==> config.mk <==
export PLATFORM = sky130hd
export DESIGN_NAME = booth_mac_top
export DESIGN_NICKNAME = d
export VERILOG_FILES = /design/src/hdl/mac_pkg.sv /design/src/hdl/compressor_42.sv /design/src/hdl/booth_pp_gen.sv /design/src/hdl/reduce_stage1.sv /design/src/hdl/reduce_stage2.sv /design/src/hdl/booth_mac_top.sv
export SDC_FILE = /design/constraint.sdc
export NUM_CORES = 1
export LEC_CHECK = 0
export ABC_AREA = 0
export BUFFER_PORTS_ARGS = -buffer_cell sky130_fd_sc_hd__buf_2
export CELL_PAD_IN_SITES_DETAIL_PLACEMENT = 0
export CELL_PAD_IN_SITES_GLOBAL_PLACEMENT = 1
export CORE_MARGIN = 10
export CORE_UTILIZATION = 45
export DETAILED_ROUTE_END_ITERATION = 8
export PLACE_DENSITY_LB_ADDON = 0.1
export SYNTH_ARGS = -nofsm -noshare
export SYNTH_HDL_FRONTEND = slang
export SYNTH_SLANG_ARGS = --single-unit
==> constraint.sdc <==
create_clock -name pipe1_clk -period 2.88 [get_ports pipe1_clk]
set_clock_uncertainty 0.15 [all_clocks]
set_input_delay 0.288 -clock pipe1_clk [delete_from_list [all_inputs] [get_ports pipe1_clk]]
set_output_delay 0.288 -clock pipe1_clk [all_outputs]
set_load 0.01 [all_outputs]
==> src/hdl/mac_pkg.sv <==
// --------------------
// shared widths and row types for the booth multiply-add unit
// operands are 17 bits, with the top bit acting as sign or extension bit
// all arithmetic wraps modulo 2**PROD_W
// --------------------

package mac_pkg;

  // --------------------
  // widths
  // --------------------
  localparam int DATA_W = 16;
  // operand plus one extension bit
  localparam int OP_W = DATA_W + 1;
  // full product width, also the width of every row
  localparam int PROD_W = 2 * OP_W;

  // --------------------
  // row counts
  // --------------------
  // radix-4 digits needed to cover OP_W bits
  localparam int NUM_DIGITS = (OP_W + 1) / 2;
  // booth rows plus the subtract correction row
  localparam int NUM_ROWS = NUM_DIGITS + 1;
  // two sum/carry pairs plus two untouched rows
  localparam int S1_ROWS = 6;

  // --------------------
  // types
  // --------------------
  typedef logic [OP_W-1:0] op_t;
  typedef logic [PROD_W-1:0] prod_t;

  // every row is already placed at its column weight
  typedef prod_t [NUM_ROWS-1:0] pp_array_t;

  // carry-save state held between the two stages
  // carry rows are stored already shifted to their weight
  typedef struct packed {
    prod_t [S1_ROWS-1:0] row;
  } s1_rows_t;

endpackage

==> src/hdl/compressor_42.sv <==
// --------------------
// bitwise 4:2 carry-save row of any width
// carry out of the top bit is dropped, so results wrap modulo 2**WIDTH
// the ca row has the same weight as s, the caller shifts it by one
// --------------------

module compressor_42 #(
  parameter int WIDTH = 8
) (
  input  logic [WIDTH-1:0] p0,
  input  logic [WIDTH-1:0] p1,
  input  logic [WIDTH-1:0] p2,
  input  logic [WIDTH-1:0] p3,
  output logic [WIDTH-1:0] s,
  output logic [WIDTH-1:0] ca
);

  logic [WIDTH-1:0] s_mid;
  logic [WIDTH-1:0] cout;
  logic [WIDTH-1:0] cin;

  // first full-adder row over p0..p2
  assign s_mid = p0 ^ p1 ^ p2;
  assign cout  = (p0 & p1) | (p0 & p2) | (p1 & p2);

  // intermediate carry moves one column up
  assign cin = cout << 1;

  // second full-adder row folds in p3 and the chained carry
  assign s  = s_mid ^ p3 ^ cin;
  assign ca = (s_mid & p3) | (s_mid & cin) | (p3 & cin);

endmodule

==> src/hdl/booth_pp_gen.sv <==
// --------------------
// radix-4 booth partial products for 17-bit signed operands
// sub_vld inverts the multiplicand and adds the multiplier as a row
// the negate bit of the top digit is folded into the last row
// --------------------

module booth_pp_gen import mac_pkg::*; (
  input  op_t       multiplicand,
  input  op_t       multiplier,
  input  logic      sub_vld,
  output pp_array_t pp
);

  op_t                   mcand;
  logic [OP_W+1:0]       mult_ext;
  logic [OP_W:0]         part [NUM_DIGITS];
  logic [NUM_DIGITS-1:0] neg;

  // ~a*b + b gives -a*b
  assign mcand = sub_vld ? ~multiplicand : multiplicand;

  // one zero below bit 0 and one sign copy on top
  assign mult_ext = {multiplier[OP_W-1], multiplier, 1'b0};

  // --------------------
  // digit select
  // --------------------
  always_comb begin
    logic [2:0]    trip;
    logic [OP_W:0] mag;
    trip = '0;
    mag  = '0;
    for (int i = 0; i < NUM_DIGITS; i++) begin
      trip = mult_ext[2*i +: 3];
      case (trip)
        3'b001, 3'b010, 3'b101, 3'b110: mag = {mcand[OP_W-1], mcand};
        3'b011, 3'b100:                 mag = {mcand, 1'b0};
        default:                        mag = '0;
      endcase
      // 111 selects zero and stays positive
      neg[i]  = trip[2] & ~(trip[1] & trip[0]);
      part[i] = neg[i] ? ~mag : mag;
    end
  end

  // --------------------
  // row placement
  // --------------------
  always_comb begin
    pp = '0;
    // row 0 carries the low end of the compensation constant
    pp[0][OP_W-1:0]    = part[0][OP_W-1:0];
    pp[0][OP_W+2 -: 3] = {~part[0][OP_W], part[0][OP_W], part[0][OP_W]};
    for (int i = 1; i < NUM_DIGITS; i++) begin
      pp[i][2*i +: OP_W] = part[i][OP_W-1:0];
      pp[i][2*i+OP_W]    = ~part[i][OP_W];
      // negate bit of the digit below sits in the free column
      pp[i][2*i-2]       = neg[i-1];
    end
    // constant bits, the top row's one falls past PROD_W
    for (int i = 1; i < NUM_DIGITS - 1; i++) begin
      pp[i][2*i+OP_W+1] = 1'b1;
    end
    // sign-extended multiplier plus the top digit's negate bit
    if (sub_vld) begin
      pp[NUM_ROWS-1] = {{(PROD_W-DATA_W){multiplier[OP_W-1] & multiplier[OP_W-2]}},
                        multiplier[DATA_W-1:0]};
    end else begin
      pp[NUM_ROWS-1][DATA_W] = neg[NUM_DIGITS-1];
    end
  end

endmodule

==> src/hdl/reduce_stage1.sv <==
// --------------------
// first reduction level and the pipe1 register bank
// rows advance only while pipe1_down is high
// --------------------

module reduce_stage1 import mac_pkg::*; (
  input  logic      pipe1_clk,
  input  logic      cpurst_b,
  input  logic      pipe1_down,
  input  pp_array_t pp,
  output s1_rows_t  rows
);

  prod_t    s_lo;
  prod_t    c_lo;
  prod_t    s_hi;
  prod_t    c_hi;
  s1_rows_t rows_d;

  // --------------------
  // 4:2 level
  // --------------------
  // booth rows 0..3
  compressor_42 #(.WIDTH(PROD_W)) u_comp_lo (
    .p0 (pp[0]),
    .p1 (pp[1]),
    .p2 (pp[2]),
    .p3 (pp[3]),
    .s  (s_lo),
    .ca (c_lo)
  );

  // booth rows 4..7
  compressor_42 #(.WIDTH(PROD_W)) u_comp_hi (
    .p0 (pp[4]),
    .p1 (pp[5]),
    .p2 (pp[6]),
    .p3 (pp[7]),
    .s  (s_hi),
    .ca (c_hi)
  );

  // carries go in pre-shifted, rows 8 and 9 pass straight through
  assign rows_d.row[0] = s_lo;
  assign rows_d.row[1] = {c_lo[PROD_W-2:0], 1'b0};
  assign rows_d.row[2] = s_hi;
  assign rows_d.row[3] = {c_hi[PROD_W-2:0], 1'b0};
  assign rows_d.row[4] = pp[8];
  assign rows_d.row[5] = pp[9];

  // --------------------
  // pipe1 registers
  // --------------------
  always_ff @(posedge pipe1_clk or negedge cpurst_b) begin
    if (!cpurst_b) begin
      rows <= '0;
    end else if (pipe1_down) begin
      rows <= rows_d;
    end
  end

  // operands feeding the generator must be known once they are captured
  a_rows_known: assert property (
    @(posedge pipe1_clk) disable iff (!cpurst_b)
    !$isunknown(rows)
  );

endmodule

==> src/hdl/reduce_stage2.sv <==
// --------------------
// final reduction with the addend, pipe2 registers and carry-propagate add
// the addend is sampled here, one edge after its operands
// product is combinational from the pipe2 registers
// --------------------

module reduce_stage2 import mac_pkg::*; (
  input  logic     pipe1_clk,
  input  logic     cpurst_b,
  input  logic     pipe2_down,
  input  s1_rows_t rows,
  input  prod_t    addend,
  output prod_t    product
);

  prod_t s_a;
  prod_t c_a;
  prod_t s_b;
  prod_t c_b;
  prod_t s_f;
  prod_t c_f;
  prod_t sum_q;
  prod_t carry_q;

  // --------------------
  // first 4:2 level
  // --------------------
  // the two sum/carry pairs from stage 1
  compressor_42 #(.WIDTH(PROD_W)) u_comp_a (
    .p0 (rows.row[0]),
    .p1 (rows.row[1]),
    .p2 (rows.row[2]),
    .p3 (rows.row[3]),
    .s  (s_a),
    .ca (c_a)
  );

  // top booth row, subtract row and addend
  compressor_42 #(.WIDTH(PROD_W)) u_comp_b (
    .p0 (rows.row[4]),
    .p1 (rows.row[5]),
    .p2 (addend),
    .p3 ('0),
    .s  (s_b),
    .ca (c_b)
  );

  // --------------------
  // second 4:2 level
  // --------------------
  compressor_42 #(.WIDTH(PROD_W)) u_comp_f (
    .p0 (s_a),
    .p1 ({c_a[PROD_W-2:0], 1'b0}),
    .p2 (s_b),
    .p3 ({c_b[PROD_W-2:0], 1'b0}),
    .s  (s_f),
    .ca (c_f)
  );

  // --------------------
  // pipe2 registers
  // --------------------
  always_ff @(posedge pipe1_clk or negedge cpurst_b) begin
    if (!cpurst_b) begin
      sum_q   <= '0;
      carry_q <= '0;
    end else if (pipe2_down) begin
      sum_q   <= s_f;
      carry_q <= {c_f[PROD_W-2:0], 1'b0};
    end
  end

  // carry-propagate add, wraps at PROD_W
  assign product = sum_q + carry_q;

  // a stalled stage 2 must not let the result move
  a_hold_product: assert property (
    @(posedge pipe1_clk) disable iff (!cpurst_b)
    !pipe2_down |=> $stable(product)
  );

endmodule

==> src/hdl/booth_mac_top.sv <==
// --------------------
// booth radix-4 multiply-add, two stages on pipe1_clk
// product = addend +/- multiplicand * multiplier, modulo 2**34
// addend is due one cycle after its operands
// --------------------

module booth_mac_top import mac_pkg::*; (
  input  logic  pipe1_clk,
  input  logic  cpurst_b,
  input  logic  pipe1_down,
  input  logic  pipe2_down,
  input  logic  sub_vld,
  input  op_t   multiplicand,
  input  op_t   multiplier,
  input  prod_t addend,
  output prod_t product
);

  pp_array_t pp;
  s1_rows_t  s1_rows;

  // partial products
  booth_pp_gen u_pp_gen (
    .multiplicand (multiplicand),
    .multiplier   (multiplier),
    .sub_vld      (sub_vld),
    .pp           (pp)
  );

  // early reduction and pipe1 registers
  reduce_stage1 u_stage1 (
    .pipe1_clk  (pipe1_clk),
    .cpurst_b   (cpurst_b),
    .pipe1_down (pipe1_down),
    .pp         (pp),
    .rows       (s1_rows)
  );

  // late reduction with addend, pipe2 registers and final add
  reduce_stage2 u_stage2 (
    .pipe1_clk  (pipe1_clk),
    .cpurst_b   (cpurst_b),
    .pipe2_down (pipe2_down),
    .rows       (s1_rows),
    .addend     (addend),
    .product    (product)
  );

endmodule

; ---- Word-level counts from Yosys, hierarchy flattened
; Index checks and enable logic that the tools add are counted.
[totals]
regBits = 254
in_bits = 73
[op_classes]
addsub = 1
n_reduce_logical = 17
n_mux = 22
eq_ne = 51
bitwise = 108
[ops]
columns = cell, n
row1 = $and 33x33->33, 17
row2 = $or 33x33->33, 14
row3 = $xor 34x34->34, 11
row4 = $pmux 18 s2, 9
row5 = $mux 18, 9
row6 = $not 18->18, 9
row7 = $eq 3x3->1 const B, 24
row8 = $and 33x32->33, 2
row9 = $eq 3x2->1 const B, 16
row10 = $add 34x34->34, 1
row11 = $mux 17, 2
row12 = $xor 34x24->34, 1
row13 = $xor 34x32->34, 1
row14 = $and 33x24->33, 1
row15 = $and 33x25->33, 1
row16 = $xor 31x33->33, 1
row17 = $reduce_or 4->1, 8
row18 = $and 27x31->31, 1
row19 = $and 29x31->31, 1
row20 = $or 29x31->31, 1
row21 = $or 31x31->31, 1
row22 = $xor 29x31->31, 1
row23 = $and 27x29->29, 1
row24 = $xor 27x29->29, 1
row25 = other kinds (18), 65

; ---- Depth between registers and ports, before layout
; Gate-level depths: netlist of run 1.
[depth]
depth_word = 12
depth_mapped = 12
depth_no_buf = 10

; ---- Modules after synthesis
; From an unflattened synthesis of run 1, not the netlist that was laid out.
[hier_totals]
hier_cells = 1947
area_unflattened_um2 = 24482.2
[modules_own_cells]
columns = mod, instances, area_per_inst_um2, cells_each, seq_area_each_um2
row1 = reduce_stage1, 1, 7576.0, 429, 5054.8
row2 = compressor_42, 5, 1357.6, 68, 0.0
row3 = booth_pp_gen, 1, 5918.2, 787, 0.0
row4 = reduce_stage2, 1, 4200.3, 391, 1676.6

; ---- Worst setup path after synthesis of run 1
; OpenSTA, ideal clock, no wires.
[synth_timing]
path_type = register to register
start = reg u_stage1.rows[202] (netlist name)
end = reg u_stage2.sum_q[32]
period_less_slack_ns = 3.194
required_ns = 2.605
path_buffers = 0
arrival_time_ns = 2.919
slack_ns = -0.314
stages_incl_launch_ff = 10
cell_sequence = dfrtp_1 inv_1 fa_1 inv_1 ha_1 inv_1 fa_1 inv_1 fa_1 mux2_2
[synth_between]
elab_chain_len = 6
[synth_lines]
columns = item, line_no
row1 = $xor 34x34->34 (2 in series), compressor_42.sv:23  ; assign s_mid = p0 ^ p1 ^ p2;
row2 = $xor 34x34->34, compressor_42.sv:30  ; assign s = s_mid ^ p3 ^ cin;
row3 = $xor 34x34->34, compressor_42.sv:23
row4 = $xor 34x34->34 (2 in series), compressor_42.sv:30
row5 = named net u_stage2.s_f[32], reduce_stage2.sv:20  ; prod_t s_f;
row6 = "end signal, assigned", reduce_stage2.sv:65  ; sum_q <= '0;
row7 = "end signal, assigned", reduce_stage2.sv:68  ; sum_q <= s_f;
row8 = "end, declared", reduce_stage2.sv:22  ; prod_t sum_q;
; The timed path passes the listed nets, and every way through them passes these cells.
; A chain may end at the register's enable or synchronous reset.

; ---- Worst setup path in the final report of run 1
[layout_timing]
start = reg u_stage2.carry_q[2]
end = out product[28]
[layout_between]
elab_chain_len = 1
[layout_lines]
columns = item, line_no
row1 = "start, declared", reduce_stage2.sv:23  ; prod_t carry_q;
row2 = "start signal, assigned", reduce_stage2.sv:69  ; carry_q <= {c_f[PROD_W-2:0], 1'b0};
row3 = $add 34x34->34, reduce_stage2.sv:74  ; assign product = sum_q + carry_q;
row4 = "end, declared", booth_mac_top.sv:16  ; output prod_t product
; No other way between the ends.

==> Flow_metrics.wiki, run 1 <==
{| class="wikitable"
! Metric !! Value
|-
| Run status || complete, but fails checks
|-
| Violated checks || negative setup slack
|-
| Final Setup Violations || 41
|-
| Maximum level of the CTS H-tree || 4
|-
| Number of I/O pins || 107
|-
| Effective utilization at floorplan || 45.4%
|-
| Tmin final || 3.37 ns
|-
| Clock insertion delay at the later pin of the skew report || 0.48 ns
|-
| GR Util All Layers || 22.4%
|-
| Area delta synth->final || 23.3%
|-
| Final ANT Viol Nets || 0
|-
| Total length of routed wires || 55.2 mm
|-
| Required time at the worst-slack endpoint || 2.44 ns
|-
| Main area contributors after synthesis || sky130_fd_sc_hd__dfrtp_1, sky130_fd_sc_hd__fa_1, sky130_fd_sc_hd__xnor2_1, sky130_fd_sc_hd__ha_1, sky130_fd_sc_hd__inv_1
|-
| Reported max-cap violation count || 0
|-
| Vias per cell || 5.35
|-
| Worst slew slack as a fraction of its limit || 58.8%
|-
| Total Power || 25400 uW
|-
| Crit-path max FO || 4
|-
| Number of nets in the synthesized netlist || 2231
|-
| GP Congestion || 0.921
|-
| CP Buf/Inv Count || 2
|-
| Final worst path period share || 117%
|-
| Fin Hold WS || 0.0330 ns
|-
| Vias in the first global route || 14686
|-
| Largest delay contributor family on the critical path || compound AO/OA/AOI/OAI gates
|-
| I/O Buffers || 106
|-
| Number of distinct library cell variants in the gate-level netlist after synthesis || 69
|-
| Sequential cell area fraction in the yosys report || 26.4%
|-
| Ys async rst share || 100%
|-
| Transition time at the pin with the least slew margin || 0.619 ns
|-
| Multi-input gate area in the final layout || 13100 um2
|-
| Endpoints failing hold || 0
|-
| Slowest stage delay, CP || 0.41 ns
|-
| Core area || 40700 um2
|-
| Leakage power || 0.0102 uW
|-
| Critical path endpoint category || output pin
|-
| TritonCTS clock tree || built
|-
| Biggest area consumer among synthesized cells || sky130_fd_sc_hd__dfrtp_1
|-
| Most frequently used flop master after synthesis || sky130_fd_sc_hd__dfrtp_1
|-
| Mean instance size in the synthesized netlist || 9.90 um2
|-
| Unrepaired setup endpoints after global routing || true
|-
| Placed insts || 2572
|-
| Total grt overflow || 0
|-
| EDFF count, synth || 0
|-
| Startpoint types || flop
|-
| Initial antenna violation count || 1
|-
| CTS sink count || 195
|-
| Worst hold stages || 3
|-
| Top-area cell type share of the netlist area || 26.4%
|-
| Global-route wire length before repair || 87.6 mm
|-
| Detailed placer's ending HPWL || 43.8 mm
|-
| Worst voltage drop across the vdd grid || 498 uV
|-
| Fillers || 3654
|-
| CP max-delay cell || sky130_fd_sc_hd__a311o_1
|-
| Share of layout cells above drive strength 1 || 29.7%
|-
| Die area || 49600 um2
|-
| Count of state elements after synthesis || 195
|-
| Non-filler instance count after layout || 2639
|-
| Diode insertion count for antenna repair || 0
|-
| Vertical die dimension || 223 um
|-
| Number of placement rows || 74
|-
| Inserted Clock Buffers || 17
|-
| Drt pass-1 iters || 7
|-
| Total stage count of the critical path || 10
|-
| Data arrival time of the critical path || 2.93 ns
|-
| Clock transition at the register clock pins on the worst setup and hold paths after CTS || 0.08 ns
|-
| Setup WS post-layout || -0.492 ns
|-
| Routed len/inst || 20.9 um
|-
| Netlist area before placement || 18500 um2
|-
| Pre-CTS WS || -0.194 ns
|-
| Final Slew Violations || 0
|-
| Nets || 2459
|-
| Initial DRC count || 1049
|-
| Clk Tree Root Cell || sky130_fd_sc_hd__clkbuf_16
|-
| Count of synthesis-stage warnings from yosys || 0
|-
| Synthesized instance count || 1866
|-
| Highest attainable clock frequency || 297 MHz
|-
| Power per cell area || 1110 nW/um2
|-
| Largest net degree at the start of global routing || 81
|-
| CP cell instances || ha_2, fa_2, a211oi_2, o21bai_1, a311o_1, nor2_1, buf_4, o211ai_1, xor2_1, buf_2
|-
| Total area of sequential cells || 4890 um2
|-
| Length in cells of the worst reg-to-reg path || 8
|-
| Maximum buffer depth of the clock tree || 2
|-
| Width of the chip || 223 um
|-
| Worst min path class || in -> reg
|-
| Number of DRC violations after detailed routing || 0
|-
| Routed vias || 14129
|-
| Crit path kind || reg -> out
|}
==> layer usage <==
layer	share of wire (%)	up-vias	global-route usage, %
met5	0.027	-	0
met4	2.9	2	7.78
met3	2.9	70	2.38
met2	46	300	35.7
met1	48	7054	31.1
li1	-	6703	-
==> tightest hold or removal path, stage by stage <==
cell                      delay (ns)
sky130_fd_sc_hd__buf_2          0.16
sky130_fd_sc_hd__nand3_1        0.10
sky130_fd_sc_hd__o21ai_0        0.07
==> sequential cells by signal, summed over array words and instances (netlist names) <==
register and cells:
u_stage1.rows 129, u_stage2.carry_q 32, u_stage2.sum_q 34
==> path summary, 6_finish.rpt <==
check	startpoint	endpoint	slack, ns
worst max-delay path	u_stage2.carry_q[2]$_DFFE_PN0P_	product[28]	-0.49
worst min-delay path	multiplier[6]	u_stage1.rows[176]$_DFFE_PN0P_	0.03
worst max register to register	u_stage1.rows[202]$_DFFE_PN0P_	u_stage2.sum_q[26]$_DFFE_PN0P_	-0.12
worst min register to register	u_stage1.rows[57]$_DFFE_PN0P_	u_stage1.rows[57]$_DFFE_PN0P_	0.35
max in group asynchronous	cpurst_b	u_stage1.rows[17]$_DFFE_PN0P_	1.51
min in group asynchronous	cpurst_b	u_stage1.rows[2]$_DFFE_PN0P_	0.23
==> final cells by class <==
class	instances	share of cell area (%)
clock inverters	15	0.862
repair buffers	336	11.8
inverters	226	3.74
well taps	532	2.92
clock buffers	17	1.87
multi-input cells	1318	57.4
flip-flops and latches	195	21.5
==> logic make-up after synthesis <==
group	share of synthesized area [%]
flops	26.4
fa+ha+maj	26.8
xor+xnor	11.9
buf+inv	7.48
compound gates	13.4
simple gates	7.84
mux	6.13
==> power by group <==
| group | internal [uW] | switching, uW |
|---|---|---|
| sequential | 3790 | 660 |
| combinational | 8600 | 9820 |
| clock | 1200 | 1310 |
==> Yosys cell counts (12+ instances only) <==
master,n
sky130_fd_sc_hd__xor2_1,16
sky130_fd_sc_hd__buf_2,15
sky130_fd_sc_hd__o21ai_0,84
sky130_fd_sc_hd__nand3_1,35
sky130_fd_sc_hd__nor2_1,82
sky130_fd_sc_hd__mux2i_1,31
sky130_fd_sc_hd__buf_1,25
sky130_fd_sc_hd__a22o_1,13
sky130_fd_sc_hd__clkbuf_1,81
sky130_fd_sc_hd__nand2_1,171
sky130_fd_sc_hd__fa_1,174
sky130_fd_sc_hd__o21ai_1,18
sky130_fd_sc_hd__xnor2_1,191
sky130_fd_sc_hd__ha_1,118
sky130_fd_sc_hd__a22oi_1,19
sky130_fd_sc_hd__a21oi_1,55
sky130_fd_sc_hd__a21o_1,12
sky130_fd_sc_hd__inv_1,225
sky130_fd_sc_hd__mux2_2,73
sky130_fd_sc_hd__o221ai_1,81
sky130_fd_sc_hd__dfrtp_1,195
==> through the flow <==
stage	util (%)	setup TNS [ns]	cell area, um2
global route	55.9	-10.86	22800
finish	55.9	-6.50	22800
global placement	51.5	-1.62	21000
CTS	54.9	-8.61	22400
detailed placement	51.5	-2.81	21000
floorplan	-	-0.0871	18500
==> timing repair <==
action | in CTS | in global routing
hold buffers | 6 | 0
setup buffers | 20 | 14
endpoints found under the setup margin | 52 | 79
hold endpoints to repair | 62 | 0
gates resized for setup | 113 | 94
cloned | 1 | 0
pin swaps | 56 | 47
==> layout by cell type (no fill, tap or decap), types with 17 or more instances in the layout <==
master,n
sky130_fd_sc_hd__nand2_1,169
sky130_fd_sc_hd__a22oi_1,19
sky130_fd_sc_hd__o221ai_1,74
sky130_fd_sc_hd__nand3_1,35
sky130_fd_sc_hd__nor2_1,78
sky130_fd_sc_hd__inv_1,186
sky130_fd_sc_hd__clkbuf_16,17
sky130_fd_sc_hd__inv_2,39
sky130_fd_sc_hd__o21ai_0,79
sky130_fd_sc_hd__xnor2_1,184
sky130_fd_sc_hd__ha_4,26
sky130_fd_sc_hd__buf_2,101
sky130_fd_sc_hd__o21ai_1,19
sky130_fd_sc_hd__mux2i_1,31
sky130_fd_sc_hd__buf_12,27
sky130_fd_sc_hd__dfrtp_1,191
sky130_fd_sc_hd__ha_1,86
sky130_fd_sc_hd__a21oi_1,44
sky130_fd_sc_hd__mux2_2,59
sky130_fd_sc_hd__fa_2,30
sky130_fd_sc_hd__buf_4,187
sky130_fd_sc_hd__fa_1,144
Power figures use the tool's default switching activity.
==> run 2, diff against run 1 <==
--- a/constraint.sdc
+++ b/constraint.sdc
@@ -3,3 +3,3 @@
 set_input_delay 0.288 -clock pipe1_clk [delete_from_list [all_inputs] [get_ports pipe1_clk]]
 set_output_delay 0.288 -clock pipe1_clk [all_outputs]
-set_load 0.01 [all_outputs]
+set_load 0.05 [all_outputs]
==> Flow_metrics.wiki, run 2 (synthesis gave the netlist of run 1 again) <==
{| class="wikitable"
! Metric !! Value
|-
| Final Setup Violations || 42 (was 41)
|-
| Length of routed met3 wiring || 1.75 mm (was 1.58 mm)
|-
| Share of layout cells above drive strength 1 || 30.7% (was 29.7%)
|-
| Number of flip-flops in the largest register || 129 (unchanged)
|-
| Data arrival time of the critical path || 2.97 ns (was 2.93 ns)
|-
| Inserted Clock Buffers || 17 (unchanged)
|-
| Largest net degree at the start of global routing || 89 (was 81)
|-
| Leakage power || 0.0103 uW (was 0.0102 uW)
|-
| Cell area after placement || 21400 um2 (was 21000 um2)
|-
| TritonCTS clock tree || built (unchanged)
|-
| Length in cells of the worst reg-to-reg path || 6 (was 8)
|-
| Vias per cell || 5.26 (was 5.35)
|-
| GP Congestion || 0.906 (was 0.921)
|-
| Final setup TNS || -8.31 ns (was -6.50 ns)
|-
| Worst voltage drop across the vdd grid || 956 uV (was 498 uV)
|-
| Run status || complete, but fails checks (unchanged)
|-
| Final core area utilization || 56.8% (was 55.9%)
|-
| Vertical die dimension || 223 um (unchanged)
|-
| Area delta synth->final || 25.2% (was 23.3%)
|-
| Critical path endpoint category || output pin (unchanged)
|-
| Nets || 2475 (was 2459)
|-
| Number of placement rows || 74 (unchanged)
|-
| Clock insertion delay at the later pin of the skew report || 0.48 ns (about the same)
|-
| Power per cell area || 1230 nW/um2 (was 1110 nW/um2)
|-
| Transition time at the pin with the least slew margin || 0.627 ns (was 0.619 ns)
|-
| Total length of routed wires || 54.5 mm (was 55.2 mm)
|-
| Worst hold stages || 3 (unchanged)
|-
| Global-route wire length before repair || 86.5 mm (was 87.6 mm)
|-
| Post-Route M1 WL || 25.8 mm (was 26.4 mm)
|-
| Reported max-cap violation count || 0 (unchanged)
|-
| Biggest registers after layout || u_stage1.rows: 129 flops, u_stage2.sum_q: 34 flops, u_stage2.carry_q: 32 flops (unchanged)
|-
| Initial DRC count || 812 (was 1049)
|-
| Routed vias || 13956 (was 14129)
|-
| Commonest non-fill, non-tap cell in the layout || sky130_fd_sc_hd__buf_4 (was sky130_fd_sc_hd__dfrtp_1)
|-
| Most frequent cells in the layout || sky130_fd_sc_hd__buf_4, sky130_fd_sc_hd__dfrtp_1, sky130_fd_sc_hd__xnor2_1 (was sky130_fd_sc_hd__dfrtp_1, sky130_fd_sc_hd__buf_4, sky130_fd_sc_hd__inv_1)
|-
| Non-filler instance count after layout || 2655 (was 2639)
|-
| Fin Hold WS || 0.0499 ns (was 0.0330 ns)
|-
| GR Util All Layers || 22.2% (was 22.4%)
|-
| Maximum level of the CTS H-tree || 4 (unchanged)
|-
| Final Cell Area || 23100 um2 (was 22800 um2)
|-
| Violated checks || negative setup slack (unchanged)
|-
| I/O Buffers || 106 (unchanged)
|-
| Final ANT Viol Nets || 0 (unchanged)
|-
| Crit path kind || reg -> out (unchanged)
|-
| Tmin final || 3.40 ns (was 3.37 ns)
|-
| Die area || 49600 um2 (unchanged)
|-
| Number of DRC violations after detailed routing || 0 (unchanged)
|-
| Vias in the first global route || 14702 (was 14686)
|-
| Total grt overflow || 0 (unchanged)
|-
| Worst slew slack as a fraction of its limit || 57.8% (was 58.8%)
|-
| Routed length on met2 || 25.5 mm (was 25.6 mm)
|-
| Clk Tree Root Cell || sky130_fd_sc_hd__clkbuf_16 (unchanged)
|-
| Startpoint types || flop (unchanged)
|-
| Drt pass-1 iters || 5 (was 7)
|-
| CTS sink count || 195 (unchanged)
|-
| Worst min path class || in -> reg (unchanged)
|-
| Crit-path max FO || 4 (unchanged)
|-
| Maximum buffer depth of the clock tree || 2 (unchanged)
|-
| Number of I/O pins || 107 (unchanged)
|-
| Detailed placer's ending HPWL || 44.0 mm (was 43.8 mm)
|-
| Final Slew Violations || 0 (unchanged)
|-
| Routed len/inst || 20.5 um (was 20.9 um)
|-
| Required time at the worst-slack endpoint || 2.44 ns (about the same)
|-
| Diode insertion count for antenna repair || 0 (unchanged)
|-
| Endpoints failing hold || 0 (unchanged)
|-
| Clock transition at the register clock pins on the worst setup and hold paths after CTS || 0.08 ns (about the same)
|-
| Reg with most FFs || u_stage1.rows (unchanged)
|-
| Highest attainable clock frequency || 294 MHz (was 297 MHz)
|-
| Final worst path period share || 118% (was 117%)
|-
| Core area || 40700 um2 (unchanged)
|-
| Effective utilization at floorplan || 45.4% (unchanged)
|-
| Placed insts || 2597 (was 2572)
|-
| Width of the chip || 223 um (unchanged)
|-
| Initial antenna violation count || 0 (was 1)
|-
| Setup WS post-layout || -0.525 ns (was -0.492 ns)
|-
| Top routing layer used || met4 (was met5)
|-
| Unrepaired setup endpoints after global routing || true (unchanged)
|}
run 2: worst paths after layout:
kind | start | to | slack (ns)
min in group asynchronous | cpurst_b | u_stage1.rows[4]$_DFFE_PN0P_ | 0.21
max in group asynchronous | cpurst_b | u_stage2.carry_q[16]$_DFFE_PN0P_ | 1.62
min reg2reg | u_stage1.rows[57]$_DFFE_PN0P_ | u_stage1.rows[57]$_DFFE_PN0P_ | 0.35
min | multiplier[13] | u_stage1.rows[183]$_DFFE_PN0P_ | 0.05
max | u_stage2.carry_q[2]$_DFFE_PN0P_ | product[28] | -0.52
max reg2reg | u_stage1.rows[202]$_DFFE_PN0P_ | u_stage2.sum_q[31]$_DFFE_PN0P_ | -0.12
run 2: metal layers:
| layer | up-vias | track usage, % |
|---|---|---|
| met1 | 6886 | 30.7 |
| met4 | 0 | 7.08 |
| met3 | 65 | 2.51 |
| li1 | 6733 | - |
| met5 | - | 0 |
| met2 | 272 | 35.6 |
run 2: through the flow:
step / setup slack [ns] / total power (uW)
after global placement: -0.182 / 23000
after global routing: -0.608 / 30800
after CTS: -0.540 / 27600
after detailed placement: -0.216 / 23300
final: -0.525 / 28300
after floorplan: -0.0773 / 16800
run 2: critical path, stage by stage (launching register included):
cell and delay [ns]:
sky130_fd_sc_hd__dfrtp_1 0.39, sky130_fd_sc_hd__ha_2 0.20, sky130_fd_sc_hd__fa_2 0.37, sky130_fd_sc_hd__a211oi_4 0.26, sky130_fd_sc_hd__o21bai_1 0.12, sky130_fd_sc_hd__a311o_2 0.41
sky130_fd_sc_hd__nor2_4 0.19, sky130_fd_sc_hd__o211ai_1 0.17, sky130_fd_sc_hd__xor2_2 0.21, sky130_fd_sc_hd__buf_6 0.18
run 2: cell type report:
cell class                 count  area (um2)
clock buffer                  17         425
fill                        3607       17600
multi-input combinational   1318       13100
clock inverter                15         179
sequential                   195        4880
tap                          532         666
timing repair buffer         352        2980
inverter                     226         851
run 2: power breakdown:
group / switching [uW] / leakage [uW] / internal (uW) / total, uW
registers: 627 / 0.00239 / 3790 / 4420
logic: 12200 / 0.00761 / 9240 / 21400
clock network: 1230 / 0.000295 / 1250 / 2480
total: 14100 / 0.0103 / 14300 / 28300
run 2: repair_timing:
action                     4_1_cts  5_1_grt
hold endpoints to repair        61        0
pin swaps                       52       45
setup endpoints to repair       48       91
gates cloned                     1        0
gates resized for setup        139       98
hold buffers                     6        0
setup buffers                   12       13
